--- src/hw/mips_ctrl_pkg.sv ---
package mips_ctrl_pkg;

    typedef enum logic [3:0] {
        st_reset     = 4'd0,
        st_fetch0    = 4'd1,
        st_fetch1    = 4'd2,
        st_decode    = 4'd3,
        st_exec      = 4'd4,
        st_writeback = 4'd5,
        st_exc_wait  = 4'd6,
        st_except    = 4'd7
    } state_t;

    typedef enum logic [2:0] {
        alu_none = 3'b000,
        alu_add  = 3'b001,
        alu_and  = 3'b010,
        alu_sub  = 3'b011
    } alu_op_t;

    typedef enum logic [1:0] {
        srca_pc = 2'b00,
        srca_a  = 2'b01
    } alu_srca_t;

    typedef enum logic [2:0] {
        srcb_b      = 3'b000,
        srcb_four   = 3'b001,
        srcb_offset = 3'b011
    } alu_srcb_t;

    // Memory address select
    typedef enum logic [2:0] {
        iord_pc     = 3'b000,
        iord_alu    = 3'b001,
        iord_vector = 3'b010
    } iord_t;

    typedef enum logic [2:0] {
        pcsrc_alu    = 3'b000,
        pcsrc_vector = 3'b011
    } pc_src_t;

    typedef enum logic [1:0] {
        dst_rt = 2'b00,
        dst_rd = 2'b01,
        dst_sp = 2'b10
    } reg_dst_t;

    // Register file write-data select
    typedef enum logic [3:0] {
        wb_alu       = 4'b0000,
        wb_stack_top = 4'b0100
    } mem_toreg_t;

    typedef enum logic [1:0] {
        exc_noopcode = 2'b00,
        exc_overflow = 2'b01
    } exc_code_t;

    typedef struct packed {
        logic       pc_write;
        logic       ir_write;
        logic       a_write;
        logic       b_write;
        logic       alu_reg_write;
        logic       epc_write;
        logic       reg_write;
        alu_srca_t  alu_srca;
        alu_srcb_t  alu_srcb;
        alu_op_t    alu_op;
        iord_t      iord;
        pc_src_t    pc_src;
        reg_dst_t   reg_dst;
        mem_toreg_t mem_toreg;
        exc_code_t  except;
    } ctrl_word_t;

    typedef struct packed {
        logic      valid;
        exc_code_t code;
    } exc_t;

endpackage

--- src/hw/mips_isa_pkg.sv ---
package mips_isa_pkg;

    localparam int OPCODE_W = 6;
    localparam int FUNCT_W  = 6;

    typedef logic [OPCODE_W-1:0] opcode_t;
    typedef logic [FUNCT_W-1:0]  funct_t;

    // R-type instructions share opcode zero
    localparam opcode_t OP_RTYPE = 6'h00;

    localparam funct_t FN_ADD = 6'h20;
    localparam funct_t FN_SUB = 6'h22;
    localparam funct_t FN_AND = 6'h24;

    // Operation classes seen by the control path
    typedef enum logic [1:0] {
        op_add   = 2'd0,
        op_sub   = 2'd1,
        op_and   = 2'd2,
        op_undef = 2'd3
    } op_kind_t;

endpackage
--- src/hw/mips_control_top.sv ---
module mips_control_top #(
    parameter int MEM_WAIT = 2,
    parameter int EXC_WAIT = 3
) (
    input  logic                      clk,
    input  logic                      reset,
    input  mips_isa_pkg::opcode_t     opcode,
    input  mips_isa_pkg::funct_t      funct,
    input  logic                      ov,
    output mips_ctrl_pkg::ctrl_word_t ctrl
);

    mips_isa_pkg::op_kind_t kind;
    mips_isa_pkg::op_kind_t exec_kind;
    mips_ctrl_pkg::state_t  state;
    mips_ctrl_pkg::exc_t    exc;

    instr_decoder i_decoder (
        .opcode (opcode),
        .funct  (funct),
        .kind   (kind)
    );

    control_sequencer #(
        .MEM_WAIT (MEM_WAIT),
        .EXC_WAIT (EXC_WAIT)
    ) i_sequencer (
        .clk       (clk),
        .reset     (reset),
        .kind      (kind),
        .ov        (ov),
        .state     (state),
        .exc       (exc),
        .exec_kind (exec_kind)
    );

    control_word_encoder i_encoder (
        .state (state),
        .kind  (exec_kind),
        .exc   (exc),
        .ctrl  (ctrl)
    );

endmodule

--- src/hw/control_word_encoder.sv ---
module control_word_encoder (
    input  mips_ctrl_pkg::state_t     state,
    input  mips_isa_pkg::op_kind_t    kind,
    input  mips_ctrl_pkg::exc_t       exc,
    output mips_ctrl_pkg::ctrl_word_t ctrl
);

    always_comb begin
        ctrl = '0;
        case (state)
            mips_ctrl_pkg::st_reset: begin
                // Load the stack pointer with its initial value
                ctrl.reg_write = 1'b1;
                ctrl.reg_dst   = mips_ctrl_pkg::dst_sp;
                ctrl.mem_toreg = mips_ctrl_pkg::wb_stack_top;
            end
            mips_ctrl_pkg::st_fetch0: begin
                ctrl.iord     = mips_ctrl_pkg::iord_pc;
                ctrl.alu_srca = mips_ctrl_pkg::srca_pc;
                ctrl.alu_srcb = mips_ctrl_pkg::srcb_four;
                ctrl.alu_op   = mips_ctrl_pkg::alu_add;
            end
            mips_ctrl_pkg::st_fetch1: begin
                ctrl.pc_write = 1'b1;
                ctrl.ir_write = 1'b1;
                // PC+4 still on the ALU for the PC write
                ctrl.alu_srcb = mips_ctrl_pkg::srcb_four;
                ctrl.alu_op   = mips_ctrl_pkg::alu_add;
            end
            mips_ctrl_pkg::st_decode: begin
                ctrl.a_write  = 1'b1;
                ctrl.b_write  = 1'b1;
                ctrl.alu_srca = mips_ctrl_pkg::srca_pc;
                ctrl.alu_srcb = mips_ctrl_pkg::srcb_offset;
                ctrl.alu_op   = mips_ctrl_pkg::alu_add;
            end
            mips_ctrl_pkg::st_exec: begin
                ctrl.alu_srca      = mips_ctrl_pkg::srca_a;
                ctrl.alu_srcb      = mips_ctrl_pkg::srcb_b;
                ctrl.alu_reg_write = 1'b1;
                case (kind)
                    mips_isa_pkg::op_add: begin
                        ctrl.alu_op = mips_ctrl_pkg::alu_add;
                    end
                    mips_isa_pkg::op_sub: begin
                        ctrl.alu_op = mips_ctrl_pkg::alu_sub;
                    end
                    mips_isa_pkg::op_and: begin
                        ctrl.alu_op = mips_ctrl_pkg::alu_and;
                    end
                    default: begin
                        ctrl.alu_op = mips_ctrl_pkg::alu_none;
                    end
                endcase
            end
            mips_ctrl_pkg::st_writeback: begin
                // No write when the result overflowed
                if (!exc.valid) begin
                    ctrl.reg_write = 1'b1;
                    ctrl.reg_dst   = mips_ctrl_pkg::dst_rd;
                    ctrl.mem_toreg = mips_ctrl_pkg::wb_alu;
                end
            end
            mips_ctrl_pkg::st_exc_wait: begin
                ctrl.iord   = mips_ctrl_pkg::iord_vector;
                ctrl.except = exc.code;
                ctrl.alu_op = mips_ctrl_pkg::alu_sub;
            end
            mips_ctrl_pkg::st_except: begin
                ctrl.epc_write = 1'b1;
                ctrl.pc_write  = 1'b1;
                ctrl.pc_src    = mips_ctrl_pkg::pcsrc_vector;
            end
            default: begin
                ctrl = '0;
            end
        endcase
    end

endmodule

--- src/hw/control_sequencer.sv ---
module control_sequencer #(
    parameter int MEM_WAIT = 2,
    parameter int EXC_WAIT = 3
) (
    input  logic                   clk,
    input  logic                   reset,
    input  mips_isa_pkg::op_kind_t kind,
    input  logic                   ov,
    output mips_ctrl_pkg::state_t  state,
    output mips_ctrl_pkg::exc_t    exc,
    output mips_isa_pkg::op_kind_t exec_kind
);

    localparam int MAX_WAIT = (MEM_WAIT > EXC_WAIT) ? MEM_WAIT : EXC_WAIT;
    localparam int CNT_W    = (MAX_WAIT > 1) ? $clog2(MAX_WAIT) : 1;

    localparam logic [CNT_W-1:0] MEM_LAST = CNT_W'(MEM_WAIT - 1);
    localparam logic [CNT_W-1:0] EXC_LAST = CNT_W'(EXC_WAIT - 1);

    logic [CNT_W-1:0]    wait_cnt;
    mips_ctrl_pkg::exc_t exc_q;

    // Overflow is visible during write-back itself so the register write is dropped
    always_comb begin
        exc = exc_q;
        if (state == mips_ctrl_pkg::st_writeback && ov) begin
            exc.valid = 1'b1;
            exc.code  = mips_ctrl_pkg::exc_overflow;
        end
    end

    always_ff @(posedge clk) begin
        if (reset) begin
            state    <= mips_ctrl_pkg::st_reset;
            wait_cnt <= '0;
            exc_q    <= '0;
        end else begin
            case (state)
                mips_ctrl_pkg::st_reset: begin
                    state <= mips_ctrl_pkg::st_fetch0;
                end
                mips_ctrl_pkg::st_fetch0: begin
                    if (wait_cnt == MEM_LAST) begin
                        wait_cnt <= '0;
                        state    <= mips_ctrl_pkg::st_fetch1;
                    end else begin
                        wait_cnt <= wait_cnt + 1'b1;
                    end
                end
                mips_ctrl_pkg::st_fetch1: begin
                    state <= mips_ctrl_pkg::st_decode;
                end
                mips_ctrl_pkg::st_decode: begin
                    if (kind == mips_isa_pkg::op_undef) begin
                        exc_q.valid <= 1'b1;
                        exc_q.code  <= mips_ctrl_pkg::exc_noopcode;
                        state       <= mips_ctrl_pkg::st_exc_wait;
                    end else begin
                        state <= mips_ctrl_pkg::st_exec;
                    end
                end
                mips_ctrl_pkg::st_exec: begin
                    state <= mips_ctrl_pkg::st_writeback;
                end
                mips_ctrl_pkg::st_writeback: begin
                    if (ov) begin
                        exc_q.valid <= 1'b1;
                        exc_q.code  <= mips_ctrl_pkg::exc_overflow;
                        state       <= mips_ctrl_pkg::st_exc_wait;
                    end else begin
                        state <= mips_ctrl_pkg::st_fetch0;
                    end
                end
                mips_ctrl_pkg::st_exc_wait: begin
                    if (wait_cnt == EXC_LAST) begin
                        wait_cnt <= '0;
                        state    <= mips_ctrl_pkg::st_except;
                    end else begin
                        wait_cnt <= wait_cnt + 1'b1;
                    end
                end
                mips_ctrl_pkg::st_except: begin
                    exc_q.valid <= 1'b0;
                    state       <= mips_ctrl_pkg::st_fetch0;
                end
                default: begin
                    state <= mips_ctrl_pkg::st_reset;
                end
            endcase
        end
    end

    // Operation held from decode through write-back
    always_ff @(posedge clk) begin
        if (state == mips_ctrl_pkg::st_decode) begin
            exec_kind <= kind;
        end
    end

endmodule

--- src/hw/instr_decoder.sv ---
module instr_decoder (
    input  mips_isa_pkg::opcode_t  opcode,
    input  mips_isa_pkg::funct_t   funct,
    output mips_isa_pkg::op_kind_t kind
);

    always_comb begin
        kind = mips_isa_pkg::op_undef;
        if (opcode == mips_isa_pkg::OP_RTYPE) begin
            case (funct)
                mips_isa_pkg::FN_ADD: begin
                    kind = mips_isa_pkg::op_add;
                end
                mips_isa_pkg::FN_SUB: begin
                    kind = mips_isa_pkg::op_sub;
                end
                mips_isa_pkg::FN_AND: begin
                    kind = mips_isa_pkg::op_and;
                end
                // Remaining R-type codes are not implemented
                default: begin
                    kind = mips_isa_pkg::op_undef;
                end
            endcase
        end
    end

endmodule

--- config.mk ---
export PLATFORM = sky130hd
export DESIGN_NAME = mips_control_top
export DESIGN_NICKNAME = d
export VERILOG_FILES = /design/src/hw/mips_ctrl_pkg.sv /design/src/hw/mips_isa_pkg.sv /design/src/hw/mips_control_top.sv /design/src/hw/control_word_encoder.sv /design/src/hw/control_sequencer.sv /design/src/hw/instr_decoder.sv
export SDC_FILE = /design/constraint.sdc
export NUM_CORES = 1
export LEC_CHECK = 0
export BUFFER_PORTS_ARGS = -buffer_cell sky130_fd_sc_hd__clkbuf_2
export CORE_MARGIN = 5
export CORE_UTILIZATION = 31
export DETAILED_ROUTE_END_ITERATION = 7
export HOLD_SLACK_MARGIN = 0.1
export PLACE_DENSITY = 0.56
export SKIP_CTS_REPAIR_TIMING = 1
export SYNTH_ARGS = -nofsm -noshare
export SYNTH_HDL_FRONTEND = slang
export SYNTH_HIERARCHICAL = 1
export SYNTH_SLANG_ARGS = --single-unit
--- constraint.sdc ---
create_clock -name clk -period 3 [get_ports clk]
set_input_delay 0.3 -clock clk [delete_from_list [all_inputs] [get_ports clk]]
set_output_delay 0.3 -clock clk [all_outputs]
set_load 0.1 [all_outputs]
# [Word level (Yosys, flattened, before mapping)]
# Cells that the tools add are included.
[totals] ff_bits=11 input_bits=15 output_inout_bits=29 elab_cells=70
[classes] add_sub_neg=1 n_eq_ne=19 n_mux=31 reduce_logical=14
[op_table] operator="$pmux 4 s7" count=1
[op_table] operator="$eq 6x6->1 const B" count=3
[op_table] operator="$pmux 2 s3" count=3
[op_table] operator="$eq 4x3->1 const B" count=4
[op_table] operator="$mux 2" count=8
[op_table] operator="$mux 3" count=4
[op_table] operator="$pmux 2 s2" count=3
[op_table] operator="$pmux 6 s2" count=1
[op_table] operator="$eq 4x2->1 const B" count=2
[op_table] operator="$mux 4" count=2
[op_table] operator="$ne 2x2->1 const B" count=4
[op_table] operator="$eq 2x2->1 const B" count=3
[op_table] operator="$logic_not 6->1" count=1
[op_table] operator="$mux 1" count=6
[op_table] operator="$reduce_and 3->1" count=2
[op_table] operator="$reduce_or 2->1" count=3
[op_table] operator="$mux 5" count=1
[op_table] operator="$eq 2x1->1 const B" count=2
[op_table] operator="$eq 4x1->1 const B" count=1
[op_table] operator="$logic_not 4->1" count=1
[op_table] operator="$reduce_bool 2->1" count=2
[op_table] operator="$pmux 1 s3" count=1
[op_table] operator="$reduce_bool 3->1" count=1
[op_table] operator="$reduce_or 3->1" count=1
[op_table] operator="5 further kinds" count=5

# [Logic depth before layout (Yosys ltp)]
[logic_depth] word_depth=6 ltp_mapped=5 mapped_depth_nobuf=5

# [Cells and area by module]
# The synthesis kept the hierarchy.
[modules_own_cells] module="control_sequencer" instances=1 cells_per_inst=53 area_per_inst_um2=498.0
[modules_own_cells] module="control_word_encoder" instances=1 cells_per_inst=42 area_per_inst_um2=335.3
[modules_own_cells] module="instr_decoder" instances=1 cells_per_inst=6 area_per_inst_um2=60.1

# [Worst setup path before layout]
# OpenSTA, ideal clock, no wires.
[synth_path] path_kind="register -> output" from="register i_sequencer.state[1]" to="output ctrl[22] (netlist bit)" arrival_time_ns=4.230 required_ns=2.700 slack_ns=-1.530 path_stages_with_launch=3 n_path_buf=0 path_cell_list="dfxtp_1 -> nor4_1 -> a21o_1"
[synth_lines] element="start, declared" line_no="control_sequencer.sv:9" source="output mips_ctrl_pkg::state_t state,"
[synth_lines] element="start signal, assigned" line_no="control_sequencer.sv:34" source="state <= mips_ctrl_pkg::st_reset;"
[synth_lines] element="start signal, assigned" line_no="control_sequencer.sv:40" source="state <= mips_ctrl_pkg::st_fetch0;"
[synth_lines] element="start signal, assigned" line_no="control_sequencer.sv:45" source="state <= mips_ctrl_pkg::st_fetch1;"
[synth_lines] element="end, declared" line_no="mips_control_top.sv:10" source="output mips_ctrl_pkg::ctrl_word_t ctrl"

==> results.yml <==
timing:
  hold_violations: 0
  grt_setup_unrepaired: "no"
  skew_ps: 14.3
  worst_pin_slew_ps: 961
  setup_viol: 0
  fin_ws_ps: 514
  slew_headroom_pct: 36.3
  final_max_slew_viol_count: 0
  fmax_ghz: 0.402
  finalSetupTns_ps: 0
  fin_crit_ps: 2490
  period_share_pct: 82.9
placed_design:
  port_buffers: 33
  dpl-instance-area_um2: 1010
  dp_slack_ps: 811
  place_congestion: 0.794
  dpl.hpwl_mm: 1.57
setup_path:
  r2r_cells: 3
  worstPathCellList: "nor2b_4 > a21o_2 > nor4b_1 > and2_2 > clkbuf_2"
  end_kind: "output pin"
  critPathArrivalTime_ps: 2190
  cp.required_ps: 2700
  cp-start-kind: "flop"
  critical_path.max_stage_delay_ps: 520
  r2r_slack_ps: 1330
  critPathKind: "reg -> out"
  rr_endpoint: "i_sequencer/wait_cnt[1]$_SDFFE_PP0P_"
  crit_path_max_fanout: 18
  r2r_start: "i_sequencer/state[0]$_SDFFE_PP0P_"
  cpMaxStageDelayCell: "dfxtp_1"
pwr:
  finalPower_mw: 0.485
  vdd_drop_max_v: 0.000218
  leakagePower_nw: 0.484
  power_density_nw_per_um2: 467
drt:
  vias: 792
  route.detailed.drc: 0
  viasPerCell: 4.98
  wire_per_inst_um: 12.3
  ant_nets: 0
  drt_iter0_drc: 40
  firstDrtPassIters: 4
  drt_wl_total_mm: 1.96
yosys:
  synth_edf_count: 2
  netlist_area_um2: 893
  synth_seq_cells: 9
  yosysSeqAreaShare_pct: 22.4
  synthDistinctLibCells: 43
  syn_avg_cell_area_um2: 8.85
  async_reset_ff_share_pct: 0
  synthCells: 101
  synth_ff_type: "dfxtp_1"
  ys_warn_count: 6
hold_path:
  hold_depth: 2
  hold_end: "i_sequencer/state[1]$_SDFFE_PP0P_"
  holdCritStartpoint: "reset"
  min_path_type: "in -> reg"
cts:
  cts-root-buf: "clkbuf_4"
  htreeDepth: 1
  clock_latency_ps: 270
  numCtsBuffers: 3
  clk_pin_slew_ps: 70
  ctsLongestPathBuffers: 2
  clock_sinks: 9
  tritoncts: "built"
floorplanning:
  die_area_um2: 4060
  die_w_um: 63.7
  die_h_um: 63.7
  coreArea_um2: 2760
  rows: 19
  start_util_pct: 32.4
  boundaryPins: 44
global_route:
  globalRouteOverflowTotal: 0
  grt_max_degree: 20
  grtUsageMet2_pct: 17.4
  grt_pass1_vias: 771
  antenna_found_initial: 0
  grt_use_total_pct: 10.1
  top_usage_layer: "met2"
  grt_pass1_wl_mm: 3.32
  grtUsageMet1_pct: 10.9
  grtUsageMet3_pct: 2.31
cells_and_area:
  layout.nets: 147
  synthToLayoutAreaGrowth_pct: 16.1
  drive_gt1_share_pct: 39.8
  postLayoutCellArea_um2: 1040
  antenna_cells: 0
outcome:
  status: "finished, final reports clean"
flow_run:
  drv_cap: 0
[report_power, final]
group	leakage [nW]	switching [mW]	internal, mW
logic	0.390	0.186	0.0525
registers	0.0763	0.0192	0.132
clock network	0.0177	0.0455	0.0492
[logic make-up (layout without fill, tap and decap cells)]
kind of cell    after synthesis  in the layout  share of synthesized area, %
simple gates                 39             39                          34.2
buf+inv                      25             43                          19.2
other cells                   2             11                         0.841
fa+ha+maj                     3              3                          4.20
flops                         9              9                          22.4
compound gates               23             23                          19.2
[layer usage]
| metal | vias to the layer above | wire (um) |
|---|---|---|
| li1 | 390 | - |
| met1 | 369 | 741 |
| met2 | 29 | 1020 |
| met3 | 4 | 157 |
| met4 | 0 | 41 |
| met5 | - | 0 |
[cell type report]
cell class              count  area, um^2
fillers                   289        1720
clock inverters             1        5.00
well taps                  31        38.8
clock buffers               3        22.5
inverters                   4        15.0
repair buffers             35         180
multi-input cells          76         576
flip-flops and latches      9         200
[metrics by stage]
step / utilization, % / std cells / hold slack [ps]
2_1_floorplan: - / 110 / 369
3_3_place_gp: 36.6 / 155 / 534
3_5_place_dp: 36.6 / 155 / 552
4_1_cts: 37.6 / 159 / 299
5_1_grt: 37.6 / 159 / 320
6_report: 37.6 / 159 / 309
[cell usage after synthesis, types with 2 or more instances]
cell type  instances  area, um^2
a21o_2             2        17.5
dfxtp_1            7         140
and2_1             4        25.0
conb_1             2        7.51
ha_1               3        37.5
buf_2              2        10.0
a31oi_1            3        18.8
nor4b_1            5        43.8
nand2_1            3        11.3
o21ai_0            3        15.0
nand4b_1           2        17.5
nor2_1             6        22.5
edfxtp_1           2        60.1
nand2b_1           4        25.0
a21oi_1            4        20.0
buf_4             18         135
a21o_1             2        15.0
inv_1              4        15.0
[registers in the layout, indices dropped and copies added (netlist names)]
signal,flops
i_sequencer/wait_cnt,2
i_sequencer/exec_kind,2
i_sequencer/state,3
i_sequencer/exc_q,2
[placed cells by master, fill, tap and decap left out, types with 2 or more instances in the layout]
cell | netlist | routed
dfxtp_1 | 7 | 7
nand2b_1 | 4 | 4
conb_1 | 2 | 11
a21o_1 | 2 | 2
a21oi_1 | 4 | 4
clkbuf_4 | 0 | 3
ha_1 | 3 | 3
a21o_2 | 2 | 2
and2_1 | 4 | 4
edfxtp_1 | 2 | 2
buf_4 | 18 | 2
nor2_1 | 6 | 6
o21ai_0 | 3 | 3
nor4b_1 | 5 | 5
nand2_1 | 3 | 3
nor4b_4 | 1 | 2
clkbuf_2 | 0 | 33
nand4b_1 | 2 | 2
inv_1 | 4 | 4
a31oi_1 | 3 | 3
[worst max-delay path: cells and delay by family (launching register included)]
family,cells,cell delay (ps)
flip-flops,1,520
AO/OA/AOI/OAI,1,200
buffers and inverters,1,450
AND/OR/NAND/NOR,3,740
[worst max path at each step]
stage | to | slack, ps | from | cells past startpoint
final | ctrl[6] | 510 | i_sequencer/state[0]$_SDFFE_PP0P_ | 5
after global placement | ctrl[6] | 840 | i_sequencer/state[0]$_SDFFE_PP0P_ | 5
after global routing | ctrl[6] | 330 | i_sequencer/state[0]$_SDFFE_PP0P_ | 5
after floorplan | ctrl[22] | -290 | i_sequencer/state[0]$_SDFFE_PP0P_ | 2
after CTS | ctrl[6] | 490 | i_sequencer/state[0]$_SDFFE_PP0P_ | 5
after detailed placement | ctrl[6] | 810 | i_sequencer/state[0]$_SDFFE_PP0P_ | 5
(Power assumes the default switching activity.)
